## src/include/camera_defines.svh

```systemverilog
// Camera front end sizing
// Sensor crop window, capture buffer depth and metering shift
`ifndef CAMERA_DEFINES_SVH
`define CAMERA_DEFINES_SVH

`define CAM_PIXEL_BITS   10 // Raw Bayer sample width

`define CAM_CROP_X_START 2  // First kept column
`define CAM_CROP_Y_START 2  // First kept row
`define CAM_CROP_WIDTH   16 // Must stay even for whole 2x2 cells
`define CAM_CROP_HEIGHT  16

// One RGB pixel per 2x2 cell
`define CAM_RGB_PIXELS   64
`define CAM_ADDR_BITS    6
`define CAM_METER_SHIFT  6  // log2 of CAM_RGB_PIXELS

`endif
```

## src/logic/command_pkg.sv

```systemverilog
// Command interface types
// Opcodes seen by the decoder and the byte it answers with
package command_pkg;

    typedef enum logic [7:0] {
        OP_CAPTURE = 8'h20, // Grab the next whole frame
        OP_STATUS  = 8'h21, // Capture done flag
        OP_READ    = 8'h22, // Stream R, G, B of each captured pixel
        OP_METER   = 8'h25  // Channel averages
    } opcode_e;

    typedef logic [7:0] response_t;

endpackage

```

## src/logic/pixel_pkg.sv

```systemverilog
// Pixel stream types
// Raw Bayer input, demosaiced RGB beats and exposure averages
`include "camera_defines.svh"

package pixel_pkg;

    typedef struct packed {
        logic                       frame_valid;
        logic                       line_valid;
        logic [`CAM_PIXEL_BITS-1:0] sample;
    } raw_pixel_t;

    typedef struct packed {
        logic [7:0] red;
        logic [7:0] green;
        logic [7:0] blue;
    } rgb_pixel_t;

    // Demosaic output, one strobe per 2x2 cell
    typedef struct packed {
        logic       pixel_valid;
        logic       frame_valid;
        rgb_pixel_t pixel;
    } rgb_beat_t;

    typedef struct packed {
        logic [7:0] red;   // Frame average per channel
        logic [7:0] green;
        logic [7:0] blue;
    } meter_t;

endpackage

```

## src/logic/camera_top.sv

```systemverilog
// Camera front end top level
// Crop, demosaic, metering and capture path behind the command decoder
`timescale 1ns/1ps
`include "camera_defines.svh"

module camera_top (
    input  logic                   clock_spi_in,
    input  logic                   mipi_byte_reset_n,
    input  pixel_pkg::raw_pixel_t  raw_pixel_i,
    input  command_pkg::opcode_e   op_code_i,
    input  logic                   op_code_valid_i,
    input  logic                   operand_valid_i,
    input  logic [1:0]             operand_count_i,
    output command_pkg::response_t response_o,
    output logic                   response_valid_o
);

    import pixel_pkg::*;

    raw_pixel_t                cropped;
    rgb_beat_t                 beat;
    meter_t                    meter;
    rgb_pixel_t                write_data;
    rgb_pixel_t                read_data;
    logic                      write_enable;
    logic [`CAM_ADDR_BITS-1:0] write_address;
    logic [`CAM_ADDR_BITS-1:0] read_address;
    logic                      capture;
    logic                      capture_done;

    frame_crop frame_crop (
        .clock_spi_in, .mipi_byte_reset_n, .raw_i(raw_pixel_i), .raw_o(cropped)
    );

    bayer_demosaic bayer_demosaic (
        .clock_spi_in, .mipi_byte_reset_n, .raw_i(cropped), .beat_o(beat)
    );

    exposure_meter exposure_meter (
        .clock_spi_in, .mipi_byte_reset_n, .beat_i(beat), .meter_o(meter)
    );

    capture_writer capture_writer (
        .clock_spi_in,
        .mipi_byte_reset_n,
        .capture_i       (capture),
        .beat_i          (beat),
        .write_enable_o  (write_enable),
        .write_address_o (write_address),
        .write_data_o    (write_data),
        .done_o          (capture_done)
    );

    image_buffer image_buffer (
        .clock_spi_in,
        .write_enable_i  (write_enable),
        .write_address_i (write_address),
        .write_data_i    (write_data),
        .read_address_i  (read_address),
        .read_data_o     (read_data)
    );

    command_decoder command_decoder (
        .clock_spi_in,
        .mipi_byte_reset_n,
        .op_code_i,
        .op_code_valid_i,
        .operand_valid_i,
        .operand_count_i,
        .meter_i          (meter),
        .done_i           (capture_done),
        .read_data_i      (read_data),
        .read_address_o   (read_address),
        .capture_o        (capture),
        .response_o,
        .response_valid_o
    );

endmodule

```

## src/logic/command_decoder.sv

```systemverilog
// Opcode decoder for capture, status, readback and metering
// One registered response byte per opcode cycle
`timescale 1ns/1ps
`include "camera_defines.svh"

module command_decoder (
    input  logic                      clock_spi_in,
    input  logic                      mipi_byte_reset_n,
    input  command_pkg::opcode_e      op_code_i,
    input  logic                      op_code_valid_i,
    input  logic                      operand_valid_i,
    input  logic [1:0]                operand_count_i,
    input  pixel_pkg::meter_t         meter_i,
    input  logic                      done_i,
    input  pixel_pkg::rgb_pixel_t     read_data_i,
    output logic [`CAM_ADDR_BITS-1:0] read_address_o,
    output logic                      capture_o,
    output command_pkg::response_t    response_o,
    output logic                      response_valid_o
);

    import command_pkg::*;

    logic [`CAM_ADDR_BITS-1:0] pixel_index;
    logic [1:0]                channel;          // 0 red, 1 green, 2 blue
    logic                      operand_valid_q;
    logic                      op_code_valid_q;  // First cycle of an opcode
    logic                      operand_rise;
    response_t                 channel_byte;

    assign read_address_o = pixel_index;
    assign operand_rise   = operand_valid_i && !operand_valid_q;

    always_comb begin
        case (channel)
            2'd0:    channel_byte = read_data_i.red;
            2'd1:    channel_byte = read_data_i.green;
            default: channel_byte = read_data_i.blue;
        endcase
    end

    always_ff @(posedge clock_spi_in or negedge mipi_byte_reset_n) begin
        if (!mipi_byte_reset_n) begin
            pixel_index      <= '0;
            channel          <= '0;
            operand_valid_q  <= 1'b0;
            op_code_valid_q  <= 1'b0;
            capture_o        <= 1'b0;
            response_o       <= '0;
            response_valid_o <= 1'b0;
        end else begin
            operand_valid_q  <= operand_valid_i;
            op_code_valid_q  <= op_code_valid_i;
            capture_o        <= 1'b0;
            response_valid_o <= 1'b0;

            if (op_code_valid_i) begin
                case (op_code_i)
                    OP_CAPTURE: begin
                        capture_o        <= !op_code_valid_q;
                        pixel_index      <= '0;
                        channel          <= '0;
                        response_o       <= '0;
                        response_valid_o <= 1'b1;
                    end
                    OP_STATUS: begin
                        response_o       <= {7'd0, done_i};
                        response_valid_o <= 1'b1;
                    end
                    OP_READ: begin
                        response_o       <= channel_byte;
                        response_valid_o <= 1'b1;
                        if (operand_rise && channel == 2'd2) begin
                            channel     <= '0;
                            pixel_index <= pixel_index + 1'b1;
                        end else if (operand_rise) begin
                            channel <= channel + 1'b1;
                        end
                    end
                    OP_METER: begin
                        case (operand_count_i)
                            2'd0:    response_o <= meter_i.red;
                            2'd1:    response_o <= meter_i.green;
                            default: response_o <= meter_i.blue;
                        endcase
                        response_valid_o <= 1'b1;
                    end
                    default: response_valid_o <= 1'b0; // Unknown opcode stays silent
                endcase
            end
        end
    end

endmodule

```

## src/logic/image_buffer.sv

```systemverilog
// Captured frame memory, one RGB word per pixel
// Write on the clock edge, read straight from the address
`timescale 1ns/1ps
`include "camera_defines.svh"

module image_buffer (
    input  logic                      clock_spi_in,
    input  logic                      write_enable_i,
    input  logic [`CAM_ADDR_BITS-1:0] write_address_i,
    input  pixel_pkg::rgb_pixel_t     write_data_i,
    input  logic [`CAM_ADDR_BITS-1:0] read_address_i,
    output pixel_pkg::rgb_pixel_t     read_data_o
);

    import pixel_pkg::*;

    rgb_pixel_t memory [`CAM_RGB_PIXELS];

    always_ff @(posedge clock_spi_in) begin
        if (write_enable_i) begin
            memory[write_address_i] <= write_data_i;
        end
    end

    assign read_data_o = memory[read_address_i]; // Decoder samples in the same cycle

endmodule

```

## src/logic/capture_writer.sv

```systemverilog
// Single frame capture into the image buffer
// Arms on request, waits for a clean frame start, then stores every pixel
`timescale 1ns/1ps
`include "camera_defines.svh"

module capture_writer (
    input  logic                      clock_spi_in,
    input  logic                      mipi_byte_reset_n,
    input  logic                      capture_i,
    input  pixel_pkg::rgb_beat_t      beat_i,
    output logic                      write_enable_o,
    output logic [`CAM_ADDR_BITS-1:0] write_address_o,
    output pixel_pkg::rgb_pixel_t     write_data_o,
    output logic                      done_o
);

    typedef enum logic [1:0] {
        ST_IDLE,
        ST_ARMED,      // Frame in flight, let it pass
        ST_WAIT_START,
        ST_WRITING
    } state_e;

    state_e              state;
    logic [`CAM_ADDR_BITS:0] address_count; // Extra bit stops writes past the end

    assign write_enable_o  = (state == ST_WRITING) && beat_i.pixel_valid &&
                             (address_count < `CAM_RGB_PIXELS);
    assign write_address_o = address_count[`CAM_ADDR_BITS-1:0];
    assign write_data_o    = beat_i.pixel;

    always_ff @(posedge clock_spi_in or negedge mipi_byte_reset_n) begin
        if (!mipi_byte_reset_n) begin
            state         <= ST_IDLE;
            address_count <= '0;
            done_o        <= 1'b0;
        end else if (capture_i) begin
            done_o        <= 1'b0;
            address_count <= '0;
            state         <= beat_i.frame_valid ? ST_ARMED : ST_WAIT_START;
        end else begin
            case (state)
                ST_ARMED: begin
                    if (!beat_i.frame_valid) begin
                        state <= ST_WAIT_START;
                    end
                end
                ST_WAIT_START: begin
                    if (beat_i.frame_valid) begin
                        state <= ST_WRITING;
                    end
                end
                ST_WRITING: begin
                    if (write_enable_o) begin
                        address_count <= address_count + 1'b1;
                    end
                    if (!beat_i.frame_valid) begin
                        state  <= ST_IDLE;
                        done_o <= 1'b1;
                    end
                end
                default: state <= ST_IDLE;
            endcase
        end
    end

endmodule

```

## src/logic/exposure_meter.sv

```systemverilog
// Per frame channel averages for exposure control
// Results hold until the next frame ends
`timescale 1ns/1ps
`include "camera_defines.svh"

module exposure_meter (
    input  logic                 clock_spi_in,
    input  logic                 mipi_byte_reset_n,
    input  pixel_pkg::rgb_beat_t beat_i,
    output pixel_pkg::meter_t    meter_o
);

    localparam int SUM_BITS = 8 + `CAM_METER_SHIFT; // No overflow over one frame

    logic [SUM_BITS-1:0] red_sum;
    logic [SUM_BITS-1:0] green_sum;
    logic [SUM_BITS-1:0] blue_sum;
    logic                frame_valid_q;

    always_ff @(posedge clock_spi_in or negedge mipi_byte_reset_n) begin
        if (!mipi_byte_reset_n) begin
            red_sum       <= '0;
            green_sum     <= '0;
            blue_sum      <= '0;
            frame_valid_q <= 1'b0;
            meter_o       <= '0;
        end else begin
            frame_valid_q <= beat_i.frame_valid;

            if (beat_i.frame_valid && !frame_valid_q) begin
                red_sum   <= '0;
                green_sum <= '0;
                blue_sum  <= '0;
            end else if (beat_i.pixel_valid) begin
                red_sum   <= red_sum + beat_i.pixel.red;
                green_sum <= green_sum + beat_i.pixel.green;
                blue_sum  <= blue_sum + beat_i.pixel.blue;
            end

            // Frame end, sum over pixel count
            if (frame_valid_q && !beat_i.frame_valid) begin
                meter_o.red   <= red_sum[SUM_BITS-1 -: 8];
                meter_o.green <= green_sum[SUM_BITS-1 -: 8];
                meter_o.blue  <= blue_sum[SUM_BITS-1 -: 8];
            end
        end
    end

endmodule

```

## src/logic/bayer_demosaic.sv

```systemverilog
// RGGB demosaic, one RGB pixel per 2x2 cell
// Even rows go to a line buffer, the odd row completes each cell
`timescale 1ns/1ps
`include "camera_defines.svh"

module bayer_demosaic (
    input  logic                  clock_spi_in,
    input  logic                  mipi_byte_reset_n,
    input  pixel_pkg::raw_pixel_t raw_i,
    output pixel_pkg::rgb_beat_t  beat_o
);

    localparam int COL_BITS = $clog2(`CAM_CROP_WIDTH);

    logic [`CAM_PIXEL_BITS-1:0] line_buffer [`CAM_CROP_WIDTH]; // R and G interleaved
    logic [`CAM_PIXEL_BITS-1:0] green_hold; // Bottom-left green of the cell
    logic [`CAM_PIXEL_BITS-1:0] top_red;
    logic [`CAM_PIXEL_BITS-1:0] top_green;
    logic [`CAM_PIXEL_BITS:0]   green_sum;
    logic [COL_BITS-1:0]        column;
    logic                       odd_row;
    logic                       line_valid_q;
    logic                       pixel_valid_r;
    logic                       frame_valid_r;
    logic [7:0]                 red_r;
    logic [7:0]                 green_r;
    logic [7:0]                 blue_r;

    assign top_red   = line_buffer[{column[COL_BITS-1:1], 1'b0}];
    assign top_green = line_buffer[column];
    assign green_sum = top_green + green_hold; // Carry kept before halving

    always_ff @(posedge clock_spi_in or negedge mipi_byte_reset_n) begin
        if (!mipi_byte_reset_n) begin
            column        <= '0;
            odd_row       <= 1'b0;
            line_valid_q  <= 1'b0;
            pixel_valid_r <= 1'b0;
            frame_valid_r <= 1'b0;
        end else begin
            line_valid_q  <= raw_i.line_valid;
            frame_valid_r <= raw_i.frame_valid;
            pixel_valid_r <= raw_i.line_valid && odd_row && column[0]; // Blue closes the cell

            if (raw_i.line_valid) begin
                column <= column + 1'b1;
            end else begin
                column <= '0;
            end

            if (!raw_i.frame_valid) begin
                odd_row <= 1'b0;
            end else if (line_valid_q && !raw_i.line_valid) begin
                odd_row <= ~odd_row;
            end
        end
    end

    always_ff @(posedge clock_spi_in) begin
        if (raw_i.line_valid && !odd_row) begin
            line_buffer[column] <= raw_i.sample;
        end
        if (raw_i.line_valid && odd_row && !column[0]) begin
            green_hold <= raw_i.sample;
        end
        // Keep the top 8 bits of each channel
        if (raw_i.line_valid && odd_row && column[0]) begin
            red_r   <= top_red[`CAM_PIXEL_BITS-1 -: 8];
            green_r <= green_sum[`CAM_PIXEL_BITS -: 8];
            blue_r  <= raw_i.sample[`CAM_PIXEL_BITS-1 -: 8];
        end
    end

    assign beat_o.pixel_valid = pixel_valid_r;
    assign beat_o.frame_valid = frame_valid_r;
    assign beat_o.pixel.red   = red_r;
    assign beat_o.pixel.green = green_r;
    assign beat_o.pixel.blue  = blue_r;

endmodule

```

## src/logic/frame_crop.sv

```systemverilog
// Fixed window crop on the raw Bayer stream
// Samples outside the window lose line valid, one cycle latency
`timescale 1ns/1ps
`include "camera_defines.svh"

module frame_crop (
    input  logic                  clock_spi_in,
    input  logic                  mipi_byte_reset_n,
    input  pixel_pkg::raw_pixel_t raw_i,
    output pixel_pkg::raw_pixel_t raw_o
);

    localparam int X_END = `CAM_CROP_X_START + `CAM_CROP_WIDTH;
    localparam int Y_END = `CAM_CROP_Y_START + `CAM_CROP_HEIGHT;

    logic [10:0]                column_count;
    logic [9:0]                 row_count;
    logic                       line_valid_q; // Line end detect
    logic                       in_window;
    logic                       frame_valid_r;
    logic                       line_valid_r;
    logic [`CAM_PIXEL_BITS-1:0] sample_r;

    assign in_window = (column_count >= `CAM_CROP_X_START) && (column_count < X_END) &&
                       (row_count >= `CAM_CROP_Y_START) && (row_count < Y_END);

    always_ff @(posedge clock_spi_in or negedge mipi_byte_reset_n) begin
        if (!mipi_byte_reset_n) begin
            column_count  <= '0;
            row_count     <= '0;
            line_valid_q  <= 1'b0;
            frame_valid_r <= 1'b0;
            line_valid_r  <= 1'b0;
        end else begin
            line_valid_q  <= raw_i.line_valid;
            frame_valid_r <= raw_i.frame_valid;
            line_valid_r  <= raw_i.line_valid && in_window;

            if (raw_i.line_valid) begin
                column_count <= column_count + 1'b1;
            end else begin
                column_count <= '0;
            end

            // Rows count line ends, restart with each frame
            if (!raw_i.frame_valid) begin
                row_count <= '0;
            end else if (line_valid_q && !raw_i.line_valid) begin
                row_count <= row_count + 1'b1;
            end
        end
    end

    always_ff @(posedge clock_spi_in) begin
        sample_r <= raw_i.sample;
    end

    assign raw_o.frame_valid = frame_valid_r;
    assign raw_o.line_valid  = line_valid_r;
    assign raw_o.sample      = sample_r;

endmodule

```

## config.mk

```make
export PLATFORM = sky130hd
export DESIGN_NAME = camera_top
export DESIGN_NICKNAME = d
export VERILOG_FILES = /design/src/logic/command_pkg.sv /design/src/logic/pixel_pkg.sv /design/src/logic/camera_top.sv /design/src/logic/command_decoder.sv /design/src/logic/image_buffer.sv /design/src/logic/capture_writer.sv /design/src/logic/exposure_meter.sv /design/src/logic/bayer_demosaic.sv /design/src/logic/frame_crop.sv
export VERILOG_INCLUDE_DIRS = /design/src /design/src/include
export SDC_FILE = /design/constraint.sdc
export NUM_CORES = 2
export LEC_CHECK = 0
export BUFFER_PORTS_ARGS = -buffer_cell sky130_fd_sc_hd__buf_2
export CAP_MARGIN = 10
export CORE_MARGIN = 4
export CORE_UTILIZATION = 60
export DETAILED_ROUTE_END_ITERATION = 8
export MAX_ROUTING_LAYER = met4
export PLACE_DENSITY_LB_ADDON = 0.25
export SLEW_MARGIN = 20
export SYNTH_ARGS = -nofsm -noshare
export SYNTH_HDL_FRONTEND = slang
export SYNTH_SLANG_ARGS = --single-unit
```

## constraint.sdc

```tcl
create_clock -name clock_spi_in -period 7.87 [get_ports clock_spi_in]
set_input_delay 1.1805 -clock clock_spi_in [delete_from_list [all_inputs] [get_ports clock_spi_in]]
set_output_delay 1.1805 -clock clock_spi_in [all_outputs]
set_load 0.03 [all_outputs]
```

==> metrics.txt <==
syn nets 3525; Seq cells post-synth 1869; cts bufs inserted 175; Distinct cells, synth 61; Psw 3.71 mW; leakage power 25.6 nW; capturing element type of the critical path register; Clock Sinks 1869; ys async rst share 6.90%; Placed Instances 5050; Skew-Pair Late Insertion Delay 800 ps; synthesis-to-layout area growth 11.3%; final setup vio count 0; Mapped Avg Cell Area 21.2 sq um; Mapped Cells 3451; vias in the first global route 36.8k; Starting Density 60.7%; largest net degree at the start of global routing 151; final std cells w/o fill ~5.4k; DR iter-0 viols 5091; R2R Path Start bayer_demosaic.column[1]; DRT Pass-1 Iters 5; Synth Flop Type edfxtp_1; ordered cell list for the critical path buf_4 > mux4_2 > mux4_2 > ha_1 > nand3_1 > nor4_1 > a2111oi_2 > a21oi_1 > o311a_1 > o21ai_0 > nand2b_1; H-tree depth 4; Final period util a little under three fifths; critical path class register to register; Hold WC Path Type input port to asynchronous set/reset pin; RSZ-0062 raised after global routing false; min Tclk post-route 4520 ps; post-route setup TNS 0 ps; worst setup path end bayer_demosaic.green_r[7]; Seq pwr share 55.8%; Die H 357 microns; critical path startpoint bayer_demosaic.column[1]; VDD IR max 0.255 mV; switching part of the total power 19.2%; Int Pwr 15.6 mW; die extent in x approximately 360 microns; Antenna Violating Nets Remaining 0; GP Congestion 0.883; postcts setup bufs 0; status completed; Final Hold Fails 0; Root Buffer clkbuf_16; Site Rows 127; highest clock rate 0.221 GHz; EDFF count, synth roughly 1.7k; total wire length 170000 microns; number of fill cells 7398; startpoint types register; global-route wire length before repair roughly 250000 microns; Final nets 3691; flop-to-flop setup slack 3350 ps; Hold Buf Count CTS 0; CP max-delay cell dfrtp_2; Clk pwr share 43.4%; total die area 0.128 sq mm; hold slack final 353 ps; via count 35.6k; Slew Viols, Final 0; Total GRT Usage 28.4%; core footprint 0.120 sq mm; sequential share of the synthesized area 75.7%; drt wl/cell 31.6 microns; Synth Warn # 0; max incr delay on CP 920 ps; cell mode on critical path mux4_2; normalized max-slew margin 18.7%; CTS tree built; largest fanout on the critical path 28; PortBufs 34; Data required, critical path 8400 ps; synthesized cell area 0.0732 sq mm; post-CTS sizing 0; worst-case clock buffer depth 3; Overall Power around 19 mW; IO Count 35; Avg Vias per Cell 6.62; Worst-Margin Slew 1190 ps; Final HPWL DP between 90000 and 100000 microns; clk_skew between 20 and 30 ps; layout cells sized above 1 approximately 27%; CP arrival between 5000 and 6000 ps; PwrDens 237 mW/mm^2; max_cap viols 0; r2r endpoint bayer_demosaic.green_r[7]; r2r worst-path depth 11; DR DRC count 0; gr ovfl total 0; CTS clk-pin slew, worst paths about 60 ps; antenna violations before repair 8; Comb pwr share 0.8%
metal layers:
layer	GRT usage (%)	up-vias	share of wire, %
met5	-	-	0
met4	9.51	0	3.3
met3	6.27	312	11
met2	44.2	2057	50
met1	38.0	18639	36
li1	-	14576	-
placed cells by master, fill, tap and decap left out, types with 16 or more instances in the layout:
cell / n
inv_1: 34
clkbuf_1: 43
nor3_1: 16
mux4_2: 487
and2_1: 22
buf_2: 33
xor2_1: 27
mux2i_1: 73
o21ai_0: 49
buf_4: 108
nor2b_1: 30
edfxtp_1: 1730
clkinv_1: 40
a22oi_1: 19
nor2_2: 73
nand3_1: 24
xnor2_1: 32
a21oi_1: 50
ha_1: 45
nor2_1: 97
mux2_2: 38
nand2_1: 123
clkinv_2: 28
bufinv_16: 17
clkbuf_16: 180
dfrtp_1: 123
cells by family (layout without fill, tap and decap cells):
group | Yosys count | after routing | synth area share [%]
flip-flops | 1869 | 1869 | 75.7
multiplexers | 598 | 598 | 16.6
AND/OR/NAND/NOR | 444 | 444 | 2.76
AO/OA/AOI/OAI | 230 | 230 | 2.05
buffers and inverters | 203 | 516 | 1.36
XOR/XNOR | 59 | 59 | 0.706
adder cells (fa/ha/maj) | 48 | 48 | 0.852
other | 0 | 2 | 0
cells in the mapped netlist (32+ instances only):
| cell type | instances | share of area [%] |
|---|---|---|
| clkbuf_1 | 66 | 0.34 |
| nor2_1 | 169 | 0.87 |
| mux2i_1 | 73 | 1.0 |
| nand2_1 | 123 | 0.63 |
| ha_1 | 45 | 0.77 |
| edfxtp_1 | 1730 | 71 |
| a21oi_1 | 50 | 0.34 |
| o21ai_0 | 49 | 0.34 |
| xnor2_1 | 32 | 0.38 |
| dfrtp_1 | 129 | 4.4 |
| inv_1 | 35 | 0.18 |
| mux2_2 | 38 | 0.58 |
| mux4_2 | 487 | 15 |
| buf_2 | 42 | 0.29 |
power by group through the flow:
| stage | logic (mW) | clock network (mW) | registers, mW |
|---|---|---|---|
| after floorplan | 0.0747 | 0 | 11.0 |
| after global placement | 0.140 | 0 | 11.0 |
| after detailed placement | 0.149 | 0 | 11.0 |
| after CTS | 0.150 | 8.46 | 10.8 |
| after global routing | 0.163 | 8.92 | 10.7 |
| final | 0.152 | 8.36 | 10.8 |
area by class of cell:
class	count	area (sq um)	share of cell area, %
tap	1612	2020	2.48
clock inverter	98	977	1.20
inverter	39	146	0.180
sequential	1869	55400	68.0
multi-input combinational	1379	17000	20.8
antenna	2	5.00	0.00615
clock buffer	226	4710	5.78
timing repair buffer	153	1220	1.50
state kept, by name, summed over array words and instances (netlist names), 2 cells and up:
signal / cells
bayer_demosaic.column: 4
exposure_meter.red_sum: 14
frame_crop.column_count: 11
bayer_demosaic.red_r: 8
bayer_demosaic.line_buffer: 160
capture_writer.state: 2
command_decoder.response_o: 8
capture_writer.address_count: 7
frame_crop.sample_r: 10
image_buffer.memory: 1536
frame_crop.row_count: 10
bayer_demosaic.blue_r: 8
command_decoder.channel: 2
exposure_meter.meter_o: 24
exposure_meter.blue_sum: 14
bayer_demosaic.green_r: 8
command_decoder.read_address_o: 6
bayer_demosaic.green_hold: 10
exposure_meter.green_sum: 14
worst max-delay path: cells and delay by family (launching register included):
kind	cells	cell delay, ps
flip-flops	1	920
AO/OA/AOI/OAI	4	1450
AND/OR/NAND/NOR	3	270
multiplexers	2	840
buffers and inverters	1	460
adder cells (fa/ha/maj)	1	300
how the worst min path moves through the flow:
stage | endpoint | slack (ps) | cells past startpoint
6_report | exposure_meter.blue_sum[5] | 350 | 1
5_1_grt | exposure_meter.blue_sum[9] | 390 | 1
4_1_cts | exposure_meter.blue_sum[4] | 340 | 1
3_5_place_dp | bayer_demosaic.frame_valid_r | 380 | 0
3_3_place_gp | bayer_demosaic.frame_valid_r | 370 | 0
2_1_floorplan | bayer_demosaic.frame_valid_r | 350 | 0
through the flow:
step	worst slack, ps	util [%]	cell area, sq um
finish	3350	67.6	81400
detailed placement	3320	62.8	75700
CTS	3310	67.6	81400
global route	3050	67.6	81400
global placement	3300	62.8	75700
floorplan	3760	-	73200
No activity file was read; power rests on OpenSTA's default activity.
